<file path="src/hw/bus_pkg.sv">
package bus_pkg;

	// Word access toward the data cache
	typedef struct packed {
		logic        valid;
		logic        we;
		logic [31:0] addr;
		logic [31:0] wdata;
	} mem_req_t;

	typedef struct packed {
		logic        valid;
		logic [31:0] addr;
		logic [31:0] data;
	} dma_req_t;

	// One record per retired instruction
	typedef struct packed {
		logic        we;
		logic [4:0]  rd;
		logic [31:0] data;
		logic [31:0] pc;
	} retire_t;

endpackage

</file>
<file path="src/hw/core_pkg.sv">
package core_pkg;

	////////////////////////////////////////
	// Instruction encodings
	////////////////////////////////////////

	typedef enum logic [6:0] {
		OP_R      = 7'b0110011,
		OP_I      = 7'b0010011,
		OP_LOAD   = 7'b0000011,
		OP_S      = 7'b0100011,
		OP_B      = 7'b1100011,
		OP_JAL    = 7'b1101111,
		OP_JALR   = 7'b1100111,
		OP_LUI    = 7'b0110111,
		OP_AUIPC  = 7'b0010111,
		OP_SYSTEM = 7'b1110011,
		OP_DMA_S  = 7'b0001011 // Custom-0 slot used by the store toward the DMA port
	} opcode_e;

	// Arithmetic codes line up with {funct7[5], funct3}
	typedef enum logic [3:0] {
		ALU_ADD    = 4'b0000,
		ALU_SLL    = 4'b0001,
		ALU_SLT    = 4'b0010,
		ALU_SLTU   = 4'b0011,
		ALU_XOR    = 4'b0100,
		ALU_SRL    = 4'b0101,
		ALU_OR     = 4'b0110,
		ALU_AND    = 4'b0111,
		ALU_SUB    = 4'b1000,
		ALU_SRA    = 4'b1101,
		ALU_PASS_B = 4'b1111 // lui
	} alu_op_e;

	typedef enum logic [2:0] {
		IMM_I    = 3'd0,
		IMM_S    = 3'd1,
		IMM_B    = 3'd2,
		IMM_J    = 3'd3,
		IMM_U    = 3'd4,
		IMM_NONE = 3'd7
	} imm_sel_e;

	typedef enum logic [1:0] {
		WB_MEM = 2'd0,
		WB_ALU = 2'd1,
		WB_PC4 = 2'd2,
		WB_CSR = 2'd3
	} wb_sel_e;

	////////////////////////////////////////
	// Decoded controls
	////////////////////////////////////////

	typedef struct packed {
		logic     reg_we;
		alu_op_e  alu_op;
		logic     a_sel_pc;   // Operand A is pc instead of rs1
		logic     b_sel_imm;  // Operand B is the immediate instead of rs2
		imm_sel_e imm_sel;
		wb_sel_e  wb_sel;
		logic     mem_valid;
		logic     mem_we;
		logic     dma_valid;
		logic     branch;
		logic     br_unsigned;
		logic     jump;
		logic     jump_reg;
		logic     csr_en;
		logic     is_mret;
	} ctrl_t;

endpackage
</file>
<file path="src/hw/rv_core.sv">
module rv_core
	import core_pkg::*;
	import bus_pkg::*;
#(
	parameter logic [31:0] RESET_PC = 32'h0000_0000
) (
	input  logic        clk_i,
	input  logic        rst_i,
	input  logic [31:0] inst_i,
	output logic [31:0] pc_o,
	output mem_req_t    mem_req_o,
	input  logic [31:0] mem_rdata_i,
	output dma_req_t    dma_req_o,
	output retire_t     retire_o
);

	ctrl_t       ctrl;
	logic [31:0] rs1_data;
	logic [31:0] rs2_data;
	logic [31:0] alu_res;
	logic        take;
	logic [31:0] target;
	logic [31:0] csr_rdata;
	logic [31:0] mepc;
	logic        rd_we;
	logic [31:0] rd_data;

	ctrl_unit u_ctrl (
		.inst_i (inst_i),
		.ctrl_o (ctrl)
	);

	reg_file u_regs (
		.clk_i      (clk_i),
		.rst_i      (rst_i),
		.rs1_i      (inst_i[19:15]),
		.rs2_i      (inst_i[24:20]),
		.rs1_data_o (rs1_data),
		.rs2_data_o (rs2_data),
		.we_i       (rd_we),
		.rd_i       (retire_o.rd),
		.wdata_i    (rd_data)
	);

	exec_unit u_exec (
		.inst_i     (inst_i),
		.ctrl_i     (ctrl),
		.pc_i       (pc_o),
		.rs1_data_i (rs1_data),
		.rs2_data_i (rs2_data),
		.alu_res_o  (alu_res),
		.take_o     (take),
		.target_o   (target)
	);

	csr_unit u_csr (
		.clk_i       (clk_i),
		.rst_i       (rst_i),
		.inst_i      (inst_i),
		.ctrl_i      (ctrl),
		.rs1_data_i  (rs1_data),
		.csr_rdata_o (csr_rdata),
		.mepc_o      (mepc)
	);

	commit_unit #(
		.RESET_PC (RESET_PC)
	) u_commit (
		.clk_i       (clk_i),
		.rst_i       (rst_i),
		.inst_i      (inst_i),
		.ctrl_i      (ctrl),
		.alu_res_i   (alu_res),
		.mem_rdata_i (mem_rdata_i),
		.csr_rdata_i (csr_rdata),
		.mepc_i      (mepc),
		.target_i    (target),
		.take_i      (take),
		.pc_o        (pc_o),
		.rd_we_o     (rd_we),
		.rd_data_o   (rd_data),
		.retire_o    (retire_o)
	);

	////////////////////////////////////////
	// Data side requests
	////////////////////////////////////////

	// Address is rs1 plus offset from the ALU, data is rs2
	assign mem_req_o = '{valid: ctrl.mem_valid & ~rst_i, we: ctrl.mem_we, addr: alu_res,
		wdata: rs2_data};
	assign dma_req_o = '{valid: ctrl.dma_valid & ~rst_i, addr: alu_res, data: rs2_data};

endmodule

</file>
<file path="src/hw/commit_unit.sv">
module commit_unit
	import core_pkg::*;
	import bus_pkg::*;
#(
	parameter logic [31:0] RESET_PC = 32'h0000_0000
) (
	input  logic        clk_i,
	input  logic        rst_i,
	input  logic [31:0] inst_i,
	input  ctrl_t       ctrl_i,
	input  logic [31:0] alu_res_i,
	input  logic [31:0] mem_rdata_i,
	input  logic [31:0] csr_rdata_i,
	input  logic [31:0] mepc_i,
	input  logic [31:0] target_i,
	input  logic        take_i,
	output logic [31:0] pc_o,
	output logic        rd_we_o,
	output logic [31:0] rd_data_o,
	output retire_t     retire_o
);

	logic [31:0] pc_q;
	logic [31:0] pc_plus4;
	logic [31:0] pc_next;

	assign pc_plus4 = pc_q + 32'd4;

	always_comb begin
		case (ctrl_i.wb_sel)
			WB_MEM:  rd_data_o = mem_rdata_i;
			WB_PC4:  rd_data_o = pc_plus4;
			WB_CSR:  rd_data_o = csr_rdata_i;
			default: rd_data_o = alu_res_i;
		endcase
	end

	assign pc_next = ctrl_i.is_mret ? mepc_i : (take_i ? target_i : pc_plus4);

	always_ff @(posedge clk_i) begin
		if (rst_i)
			pc_q <= RESET_PC;
		else
			pc_q <= pc_next;
	end

	assign pc_o    = pc_q;
	assign rd_we_o = ctrl_i.reg_we;

	assign retire_o = '{we: ctrl_i.reg_we & ~rst_i, rd: inst_i[11:7], data: rd_data_o,
		pc: pc_q};

	// jalr clears only bit 0 so a bad register or mepc value shows up here
	a_pc_aligned: assert property (@(posedge clk_i) disable iff (rst_i)
		pc_q[1:0] == 2'b00);

endmodule

</file>
<file path="src/hw/csr_unit.sv">
module csr_unit
	import core_pkg::*;
(
	input  logic        clk_i,
	input  logic        rst_i,
	input  logic [31:0] inst_i,
	input  ctrl_t       ctrl_i,
	input  logic [31:0] rs1_data_i,
	output logic [31:0] csr_rdata_o,
	output logic [31:0] mepc_o
);

	logic [31:0] mscratch;
	logic [31:0] mepc;
	logic [11:0] addr;
	logic [2:0]  funct3;
	logic [31:0] src;
	logic [31:0] new_val;

	assign addr   = inst_i[31:20];
	assign funct3 = inst_i[14:12];
	assign src    = funct3[2] ? {27'd0, inst_i[19:15]} : rs1_data_i; // zimm forms

	always_comb begin
		case (addr)
			12'h340: csr_rdata_o = mscratch;
			12'h341: csr_rdata_o = mepc;
			default: csr_rdata_o = 32'd0;
		endcase
	end

	// A zero source makes set and clear rewrite the old value
	always_comb begin
		case (funct3[1:0])
			2'b10:   new_val = csr_rdata_o | src;
			2'b11:   new_val = csr_rdata_o & ~src;
			default: new_val = src;
		endcase
	end

	always_ff @(posedge clk_i) begin
		if (rst_i) begin
			mscratch <= '0;
			mepc     <= '0;
		end else if (ctrl_i.csr_en) begin
			if (addr == 12'h340)
				mscratch <= new_val;
			if (addr == 12'h341)
				mepc <= new_val;
		end
	end

	assign mepc_o = mepc;

endmodule

</file>
<file path="src/hw/exec_unit.sv">
module exec_unit
	import core_pkg::*;
(
	input  logic [31:0] inst_i,
	input  ctrl_t       ctrl_i,
	input  logic [31:0] pc_i,
	input  logic [31:0] rs1_data_i,
	input  logic [31:0] rs2_data_i,
	output logic [31:0] alu_res_o,
	output logic        take_o,
	output logic [31:0] target_o
);

	logic [31:0] imm;
	logic [31:0] op_a;
	logic [31:0] op_b;
	logic [2:0]  funct3;
	logic        eq;
	logic        lt;
	logic        cond;

	assign funct3 = inst_i[14:12];

	always_comb begin
		case (ctrl_i.imm_sel)
			IMM_I:   imm = {{20{inst_i[31]}}, inst_i[31:20]};
			IMM_S:   imm = {{20{inst_i[31]}}, inst_i[31:25], inst_i[11:7]};
			IMM_B:   imm = {{19{inst_i[31]}}, inst_i[31], inst_i[7], inst_i[30:25],
				inst_i[11:8], 1'b0};
			IMM_J:   imm = {{11{inst_i[31]}}, inst_i[31], inst_i[19:12], inst_i[20],
				inst_i[30:21], 1'b0};
			IMM_U:   imm = {inst_i[31:12], 12'd0};
			default: imm = 32'd0;
		endcase
	end

	assign op_a = ctrl_i.a_sel_pc ? pc_i : rs1_data_i;
	assign op_b = ctrl_i.b_sel_imm ? imm : rs2_data_i;

	////////////////////////////////////////
	// ALU
	////////////////////////////////////////

	always_comb begin
		case (ctrl_i.alu_op)
			ALU_ADD:    alu_res_o = op_a + op_b;
			ALU_SUB:    alu_res_o = op_a - op_b;
			ALU_SLL:    alu_res_o = op_a << op_b[4:0];
			ALU_SLT:    alu_res_o = {31'd0, $signed(op_a) < $signed(op_b)};
			ALU_SLTU:   alu_res_o = {31'd0, op_a < op_b};
			ALU_XOR:    alu_res_o = op_a ^ op_b;
			ALU_SRL:    alu_res_o = op_a >> op_b[4:0];
			ALU_SRA:    alu_res_o = $unsigned($signed(op_a) >>> op_b[4:0]);
			ALU_OR:     alu_res_o = op_a | op_b;
			ALU_AND:    alu_res_o = op_a & op_b;
			ALU_PASS_B: alu_res_o = op_b;
			default:    alu_res_o = op_a + op_b;
		endcase
	end

	////////////////////////////////////////
	// Branch decision
	////////////////////////////////////////

	assign eq = (rs1_data_i == rs2_data_i);
	assign lt = ctrl_i.br_unsigned ? (rs1_data_i < rs2_data_i)
		: ($signed(rs1_data_i) < $signed(rs2_data_i));

	// funct3[2] picks the less-than test and funct3[0] inverts it
	assign cond = (funct3[2] ? lt : eq) ^ funct3[0];

	assign take_o = ctrl_i.jump | (ctrl_i.branch & cond);

	// Branches and jal sum pc and immediate in the ALU, jalr sums rs1
	assign target_o = {alu_res_o[31:1], alu_res_o[0] & ~ctrl_i.jump_reg};

endmodule

</file>
<file path="src/hw/reg_file.sv">
module reg_file (
	input  logic        clk_i,
	input  logic        rst_i,
	input  logic [4:0]  rs1_i,
	input  logic [4:0]  rs2_i,
	output logic [31:0] rs1_data_o,
	output logic [31:0] rs2_data_o,
	input  logic        we_i,
	input  logic [4:0]  rd_i,
	input  logic [31:0] wdata_i
);

	logic [31:0] regs [32];

	always_ff @(posedge clk_i) begin
		if (rst_i) begin
			for (int i = 0; i < 32; i++)
				regs[i] <= '0;
		end else if (we_i && rd_i != 5'd0) begin
			regs[rd_i] <= wdata_i;
		end
	end

	// x0 stays at its reset value since writes never reach it
	assign rs1_data_o = regs[rs1_i];
	assign rs2_data_o = regs[rs2_i];

	a_x0_zero: assert property (@(posedge clk_i) disable iff (rst_i)
		(rs1_i == 5'd0) |-> (rs1_data_o == 32'd0));

endmodule

</file>
<file path="src/hw/ctrl_unit.sv">
module ctrl_unit
	import core_pkg::*;
(
	input  logic [31:0] inst_i,
	output ctrl_t       ctrl_o
);

	logic [6:0] opcode;
	logic [2:0] funct3;
	logic [4:0] rd;

	assign opcode = inst_i[6:0];
	assign funct3 = inst_i[14:12];
	assign rd     = inst_i[11:7];

	always_comb begin
		ctrl_o         = '0;
		ctrl_o.alu_op  = ALU_ADD;  // Address and pc-relative sums
		ctrl_o.imm_sel = IMM_NONE;
		ctrl_o.wb_sel  = WB_ALU;
		case (opcode)
			OP_R: begin
				ctrl_o.reg_we = 1'b1;
				ctrl_o.alu_op = alu_op_e'({inst_i[30], funct3});
			end
			OP_I: begin
				ctrl_o.reg_we    = 1'b1;
				ctrl_o.b_sel_imm = 1'b1;
				ctrl_o.imm_sel   = IMM_I;
				// Bit 30 only selects srai, otherwise it is immediate data
				ctrl_o.alu_op    = alu_op_e'({(funct3 == 3'b101) & inst_i[30], funct3});
			end
			OP_LOAD: begin
				ctrl_o.reg_we    = 1'b1;
				ctrl_o.b_sel_imm = 1'b1;
				ctrl_o.imm_sel   = IMM_I;
				ctrl_o.wb_sel    = WB_MEM;
				ctrl_o.mem_valid = 1'b1;
			end
			OP_S: begin
				ctrl_o.b_sel_imm = 1'b1;
				ctrl_o.imm_sel   = IMM_S;
				ctrl_o.mem_valid = 1'b1;
				ctrl_o.mem_we    = 1'b1;
			end
			OP_DMA_S: begin
				ctrl_o.b_sel_imm = 1'b1;
				ctrl_o.imm_sel   = IMM_S;
				ctrl_o.dma_valid = 1'b1;
			end
			OP_B: begin
				ctrl_o.a_sel_pc    = 1'b1;
				ctrl_o.b_sel_imm   = 1'b1;
				ctrl_o.imm_sel     = IMM_B;
				ctrl_o.branch      = 1'b1;
				ctrl_o.br_unsigned = (funct3[2:1] == 2'b11); // bltu, bgeu
			end
			OP_JAL: begin
				ctrl_o.reg_we    = 1'b1;
				ctrl_o.a_sel_pc  = 1'b1;
				ctrl_o.b_sel_imm = 1'b1;
				ctrl_o.imm_sel   = IMM_J;
				ctrl_o.wb_sel    = WB_PC4;
				ctrl_o.jump      = 1'b1;
			end
			OP_JALR: begin
				ctrl_o.reg_we    = 1'b1;
				ctrl_o.b_sel_imm = 1'b1;
				ctrl_o.imm_sel   = IMM_I;
				ctrl_o.wb_sel    = WB_PC4;
				ctrl_o.jump      = 1'b1;
				ctrl_o.jump_reg  = 1'b1;
			end
			OP_LUI: begin
				ctrl_o.reg_we    = 1'b1;
				ctrl_o.b_sel_imm = 1'b1;
				ctrl_o.imm_sel   = IMM_U;
				ctrl_o.alu_op    = ALU_PASS_B;
			end
			OP_AUIPC: begin
				ctrl_o.reg_we    = 1'b1;
				ctrl_o.a_sel_pc  = 1'b1;
				ctrl_o.b_sel_imm = 1'b1;
				ctrl_o.imm_sel   = IMM_U;
			end
			OP_SYSTEM: begin
				if (funct3 == 3'b000 && inst_i[31:20] == 12'h302) begin
					ctrl_o.is_mret = 1'b1;
				end else if (funct3[1:0] != 2'b00) begin
					ctrl_o.csr_en = 1'b1;
					ctrl_o.reg_we = 1'b1;
					ctrl_o.wb_sel = WB_CSR;
				end
			end
			default: ;
		endcase
		if (rd == 5'd0)
			ctrl_o.reg_we = 1'b0;
	end

	always_comb begin
		assert (!(ctrl_o.mem_valid && ctrl_o.dma_valid)); // One data port per instruction
		if (!(opcode inside {OP_R, OP_I, OP_LOAD, OP_S, OP_B, OP_JAL, OP_JALR,
			OP_LUI, OP_AUIPC, OP_SYSTEM, OP_DMA_S}))
			assert (!ctrl_o.reg_we && !ctrl_o.mem_valid && !ctrl_o.dma_valid
				&& !ctrl_o.csr_en);
	end

endmodule

</file>
<file path="config.mk">
export PLATFORM = sky130hd
export DESIGN_NAME = rv_core
export DESIGN_NICKNAME = d
export VERILOG_FILES = /design/src/hw/bus_pkg.sv /design/src/hw/core_pkg.sv /design/src/hw/rv_core.sv /design/src/hw/commit_unit.sv /design/src/hw/csr_unit.sv /design/src/hw/exec_unit.sv /design/src/hw/reg_file.sv /design/src/hw/ctrl_unit.sv
export SDC_FILE = /design/constraint.sdc
export NUM_CORES = 2
export LEC_CHECK = 0
export ABC_AREA = 0
export BUFFER_PORTS_ARGS = -buffer_cell sky130_fd_sc_hd__buf_4
export CORE_MARGIN = 3
export CORE_UTILIZATION = 25
export CTS_BUF_LIST = sky130_fd_sc_hd__clkbuf_4 sky130_fd_sc_hd__clkbuf_8 sky130_fd_sc_hd__clkbuf_16
export DETAILED_ROUTE_END_ITERATION = 10
export HOLD_SLACK_MARGIN = 0.02
export SYNTH_ARGS = -nofsm -noshare
export SYNTH_HDL_FRONTEND = slang
export SYNTH_HIERARCHICAL = 1
export SYNTH_SLANG_ARGS = --single-unit
</file>
<file path="constraint.sdc">
create_clock -name clk_i -period 16 [get_ports clk_i]
set_input_delay 1.6 -clock clk_i [delete_from_list [all_inputs] [get_ports clk_i]]
set_output_delay 1.6 -clock clk_i [all_outputs]
set_load 0.05 [all_outputs]
</file>
==> impl_metrics.toml <==
[floorplan]
die_area_um2 = 309000
die_w_um = 556
initial_utilization = 0.251
fp.dieH_um = 556
ios = 299
core_area_um2 = 300000
rows = 201

[synth]
async_flop_share = 0
ys_seq_area_frac = 0.433
synth_adder_area_share = 0.0221
synth-edff-count = 1024
synth-warning-count = 6
synth-compound-area-share = 0.148
synth-xor-area-share = 0.00500
synth_simple_gate_area_share = 0.162
synthMuxAreaShare = 0.164
synth_top_family_by_area = "multiplexers"
synth_area_um2 = 75500
synth_ff_type = "edfxtp_1"
syn_inst = 7261
synth_cell_types = 119
syn_avg_cell_area_um2 = 10.4
synth_seq_cells = 1120

[sta]
tightest_slew_ps = 1390
fin_crit_sh = 0.778
finalHoldViolCount = 0
relSlewSlack = 0.0623
fin_hold_ws_ps = 484
rsz0062_at_grt = "no"
final_max_slew_viol_count = 0
worst_slack_ps = 3550
fin_setup_tns_ps = 0
setup_violations = 0
fmax_ghz = 0.0803
clock_skew_ps = 32.7
post-route-min-period_ps = 12450

[worst_setup_path]
start_kind = "input pin"
cp.required_ps = 14400
cp.arrival_ps = 10850
critPathKind = "in -> out"
cp-end-kind = "output port"
cp_max_fo = 61

[drt]
post-route-drc-count = 0
firstDrtPassIters = 9
wl_per_cell_um = 32.7
viasPerCell = 5.67
vias = 63600
wl_mm = 366
drtIter0Drc = 8780
ant_nets = 0

[clock_network]
cts.sinks = 1120
cts-htree-levels = 4
cts_buffers = 131
cts_setup_buffers = 0
clkTransAtPathRegs_ps = 60
cts_tree = "done"
clockBufferDepth = 3
cts-root-buf = "clkbuf_16"
ctsResizeCount = 0
insertion_delay_ps = 770
cts_hold_buf = 0

[grt]
grt_pass1_wl_mm = 500
gr-total-overflow = 0
first_global_vias = 60600
grt_use_met2 = 0.338
grt_busiest_layer = "met2"
grt_max_degree = 115
antenna_found_initial = 51
use_met1 = 0.305
grt_util_met3 = 0.0533
grt_usage = 0.227

[layout]
drive_above_1_share = 0.150
fill_cells = 31200
nNetsFinal = 7336
utilization = 0.283
area_growth_pct = 12.4

[run_status]
status = "completed"

[power]
p_total_mw = 9.82
p_leak_nw = 33.1
p_per_area_nw_per_um2 = 116
ir_drop_v = 0.0000939

[placed_design]
numPortBuffers = 298
post-place-ws_ps = 3880
gp_congestion = 1.03
place_hpwl_mm = 254

[flow_run]
cap_violations = 0

[worst_hold_path]
hold_path.class = "reg -> reg"
==> worst max-delay path, cell delays in order <==
cell,delay (ps)
buf_8,360
buf_4,700
mux2i_1,260
a22o_1,170
nor3_1,70
a31oi_1,520
nand3_1,470
nand2b_1,260
o31ai_4,90
buf_4,260
ha_1,290
fa_1,450
nor2b_1,170
o311ai_1,800
a21boi_0,320
or2_2,420
a41oi_1,540
o22ai_1,140
o21ai_0,570
nand3_1,760
mux2_2,560
o22ai_1,230
a21oi_4,190
buf_4,290
==> power breakdown <==
| group | internal, mW | leakage, nW | switching [mW] | total, mW |
|---|---|---|---|---|
| combinational | 0.878 | 19.7 | 2.65 | 3.53 |
| clock | 1.70 | 2.08 | 1.24 | 2.94 |
| sequential | 3.29 | 11.3 | 0.0613 | 3.35 |
==> cells in the mapped netlist (all sizes together) (26+ instances only) <==
master / instances / area, µm²
inv: 141 / 529
xor2: 27 / 236
nor3: 115 / 586
o22ai: 54 / 338
a22oi: 220 / 1670
mux2: 59 / 672
clkbuf: 369 / 1420
a22o: 129 / 1130
o211ai: 89 / 683
nand2: 337 / 1270
a21oi: 402 / 2050
nor2b: 26 / 163
edfxtp: 1024 / 30700
or2: 36 / 225
mux2i: 1116 / 11200
nand3: 270 / 1380
nand2b: 26 / 163
dfxtp: 96 / 1920
a211oi: 94 / 1010
o21ai: 178 / 895
nand4: 33 / 219
and2: 1008 / 6310
ha: 130 / 1630
a21o: 28 / 210
nor2: 266 / 1090
a41oi: 35 / 307
a31oi: 123 / 776
buf: 466 / 3080
a221oi: 41 / 359
==> placed cells by master, fill, tap and decap left out, drive strengths merged, types with 94 or more instances in the layout <==
cell,count
mux2i,1116
ha,130
a22o,129
and2,1008
inv,146
edfxtp,1024
nor2,266
buf,547
o21ai,178
nand2,337
a22oi,220
nand3,270
dfxtp,96
a21oi,402
nor3,115
clkbuf,155
a31oi,123
a211oi,94
==> kinds of logic after synthesis <==
kind of cell	count (synthesis)
simple gates	2215
compound gates	1576
mux	1198
flops	1120
buf+inv	978
fa+ha+maj	132
xor+xnor	41
other cells	1
==> state kept, by name (all words and copies together) (netlist names) <==
signal	flops
u_csr/mepc_o	32
u_csr/mscratch	32
u_regs/regs	1024
u_commit/pc_o	32
==> routing by layer <==
| metal | vias to the layer above | wire (µm) | share of wire |
|---|---|---|---|
| li1 | 26500 | - | - |
| met5 | - | 82 | 0.00022 |
| met1 | 32100 | 151000 | 0.41 |
| met2 | 4165 | 157000 | 0.43 |
| met3 | 751 | 37200 | 0.10 |
| met4 | 14 | 21000 | 0.057 |
==> final cells by class <==
type / count / area, µm² / area share
diodes: 19 / 47.5 / 0.000560
clock buffers: 154 / 3520 / 0.0415
clock inverters: 79 / 644 / 0.00759
inverters: 143 / 537 / 0.00633
multi-input cells: 5194 / 38200 / 0.451
flip-flops and latches: 1120 / 32700 / 0.385
well taps: 3958 / 4950 / 0.0584
repair buffers: 548 / 4250 / 0.0501
==> through the flow <==
stage	cells	area, µm²
2_1_floorplan	7292	75600
3_3_place_gp	11000	80600
3_5_place_dp	11000	80600
4_1_cts	11200	84800
5_1_grt	11200	84800
6_report	11200	84900
==> final timing paths <==
kind	slack, ps	endpoint	cells past startpoint	start
worst max-delay path	3550	retire_o[48]	24	inst_i[21]
worst min-delay path	480	u_commit/pc_o[8]	2	u_csr/mepc_o[8]
worst max register to register	7610	u_regs/regs[3][16]	22	u_regs/regs[2][0]
worst min register to register	480	u_commit/pc_o[8]	2	u_csr/mepc_o[8]
No activity file was read; power rests on OpenSTA's default activity.
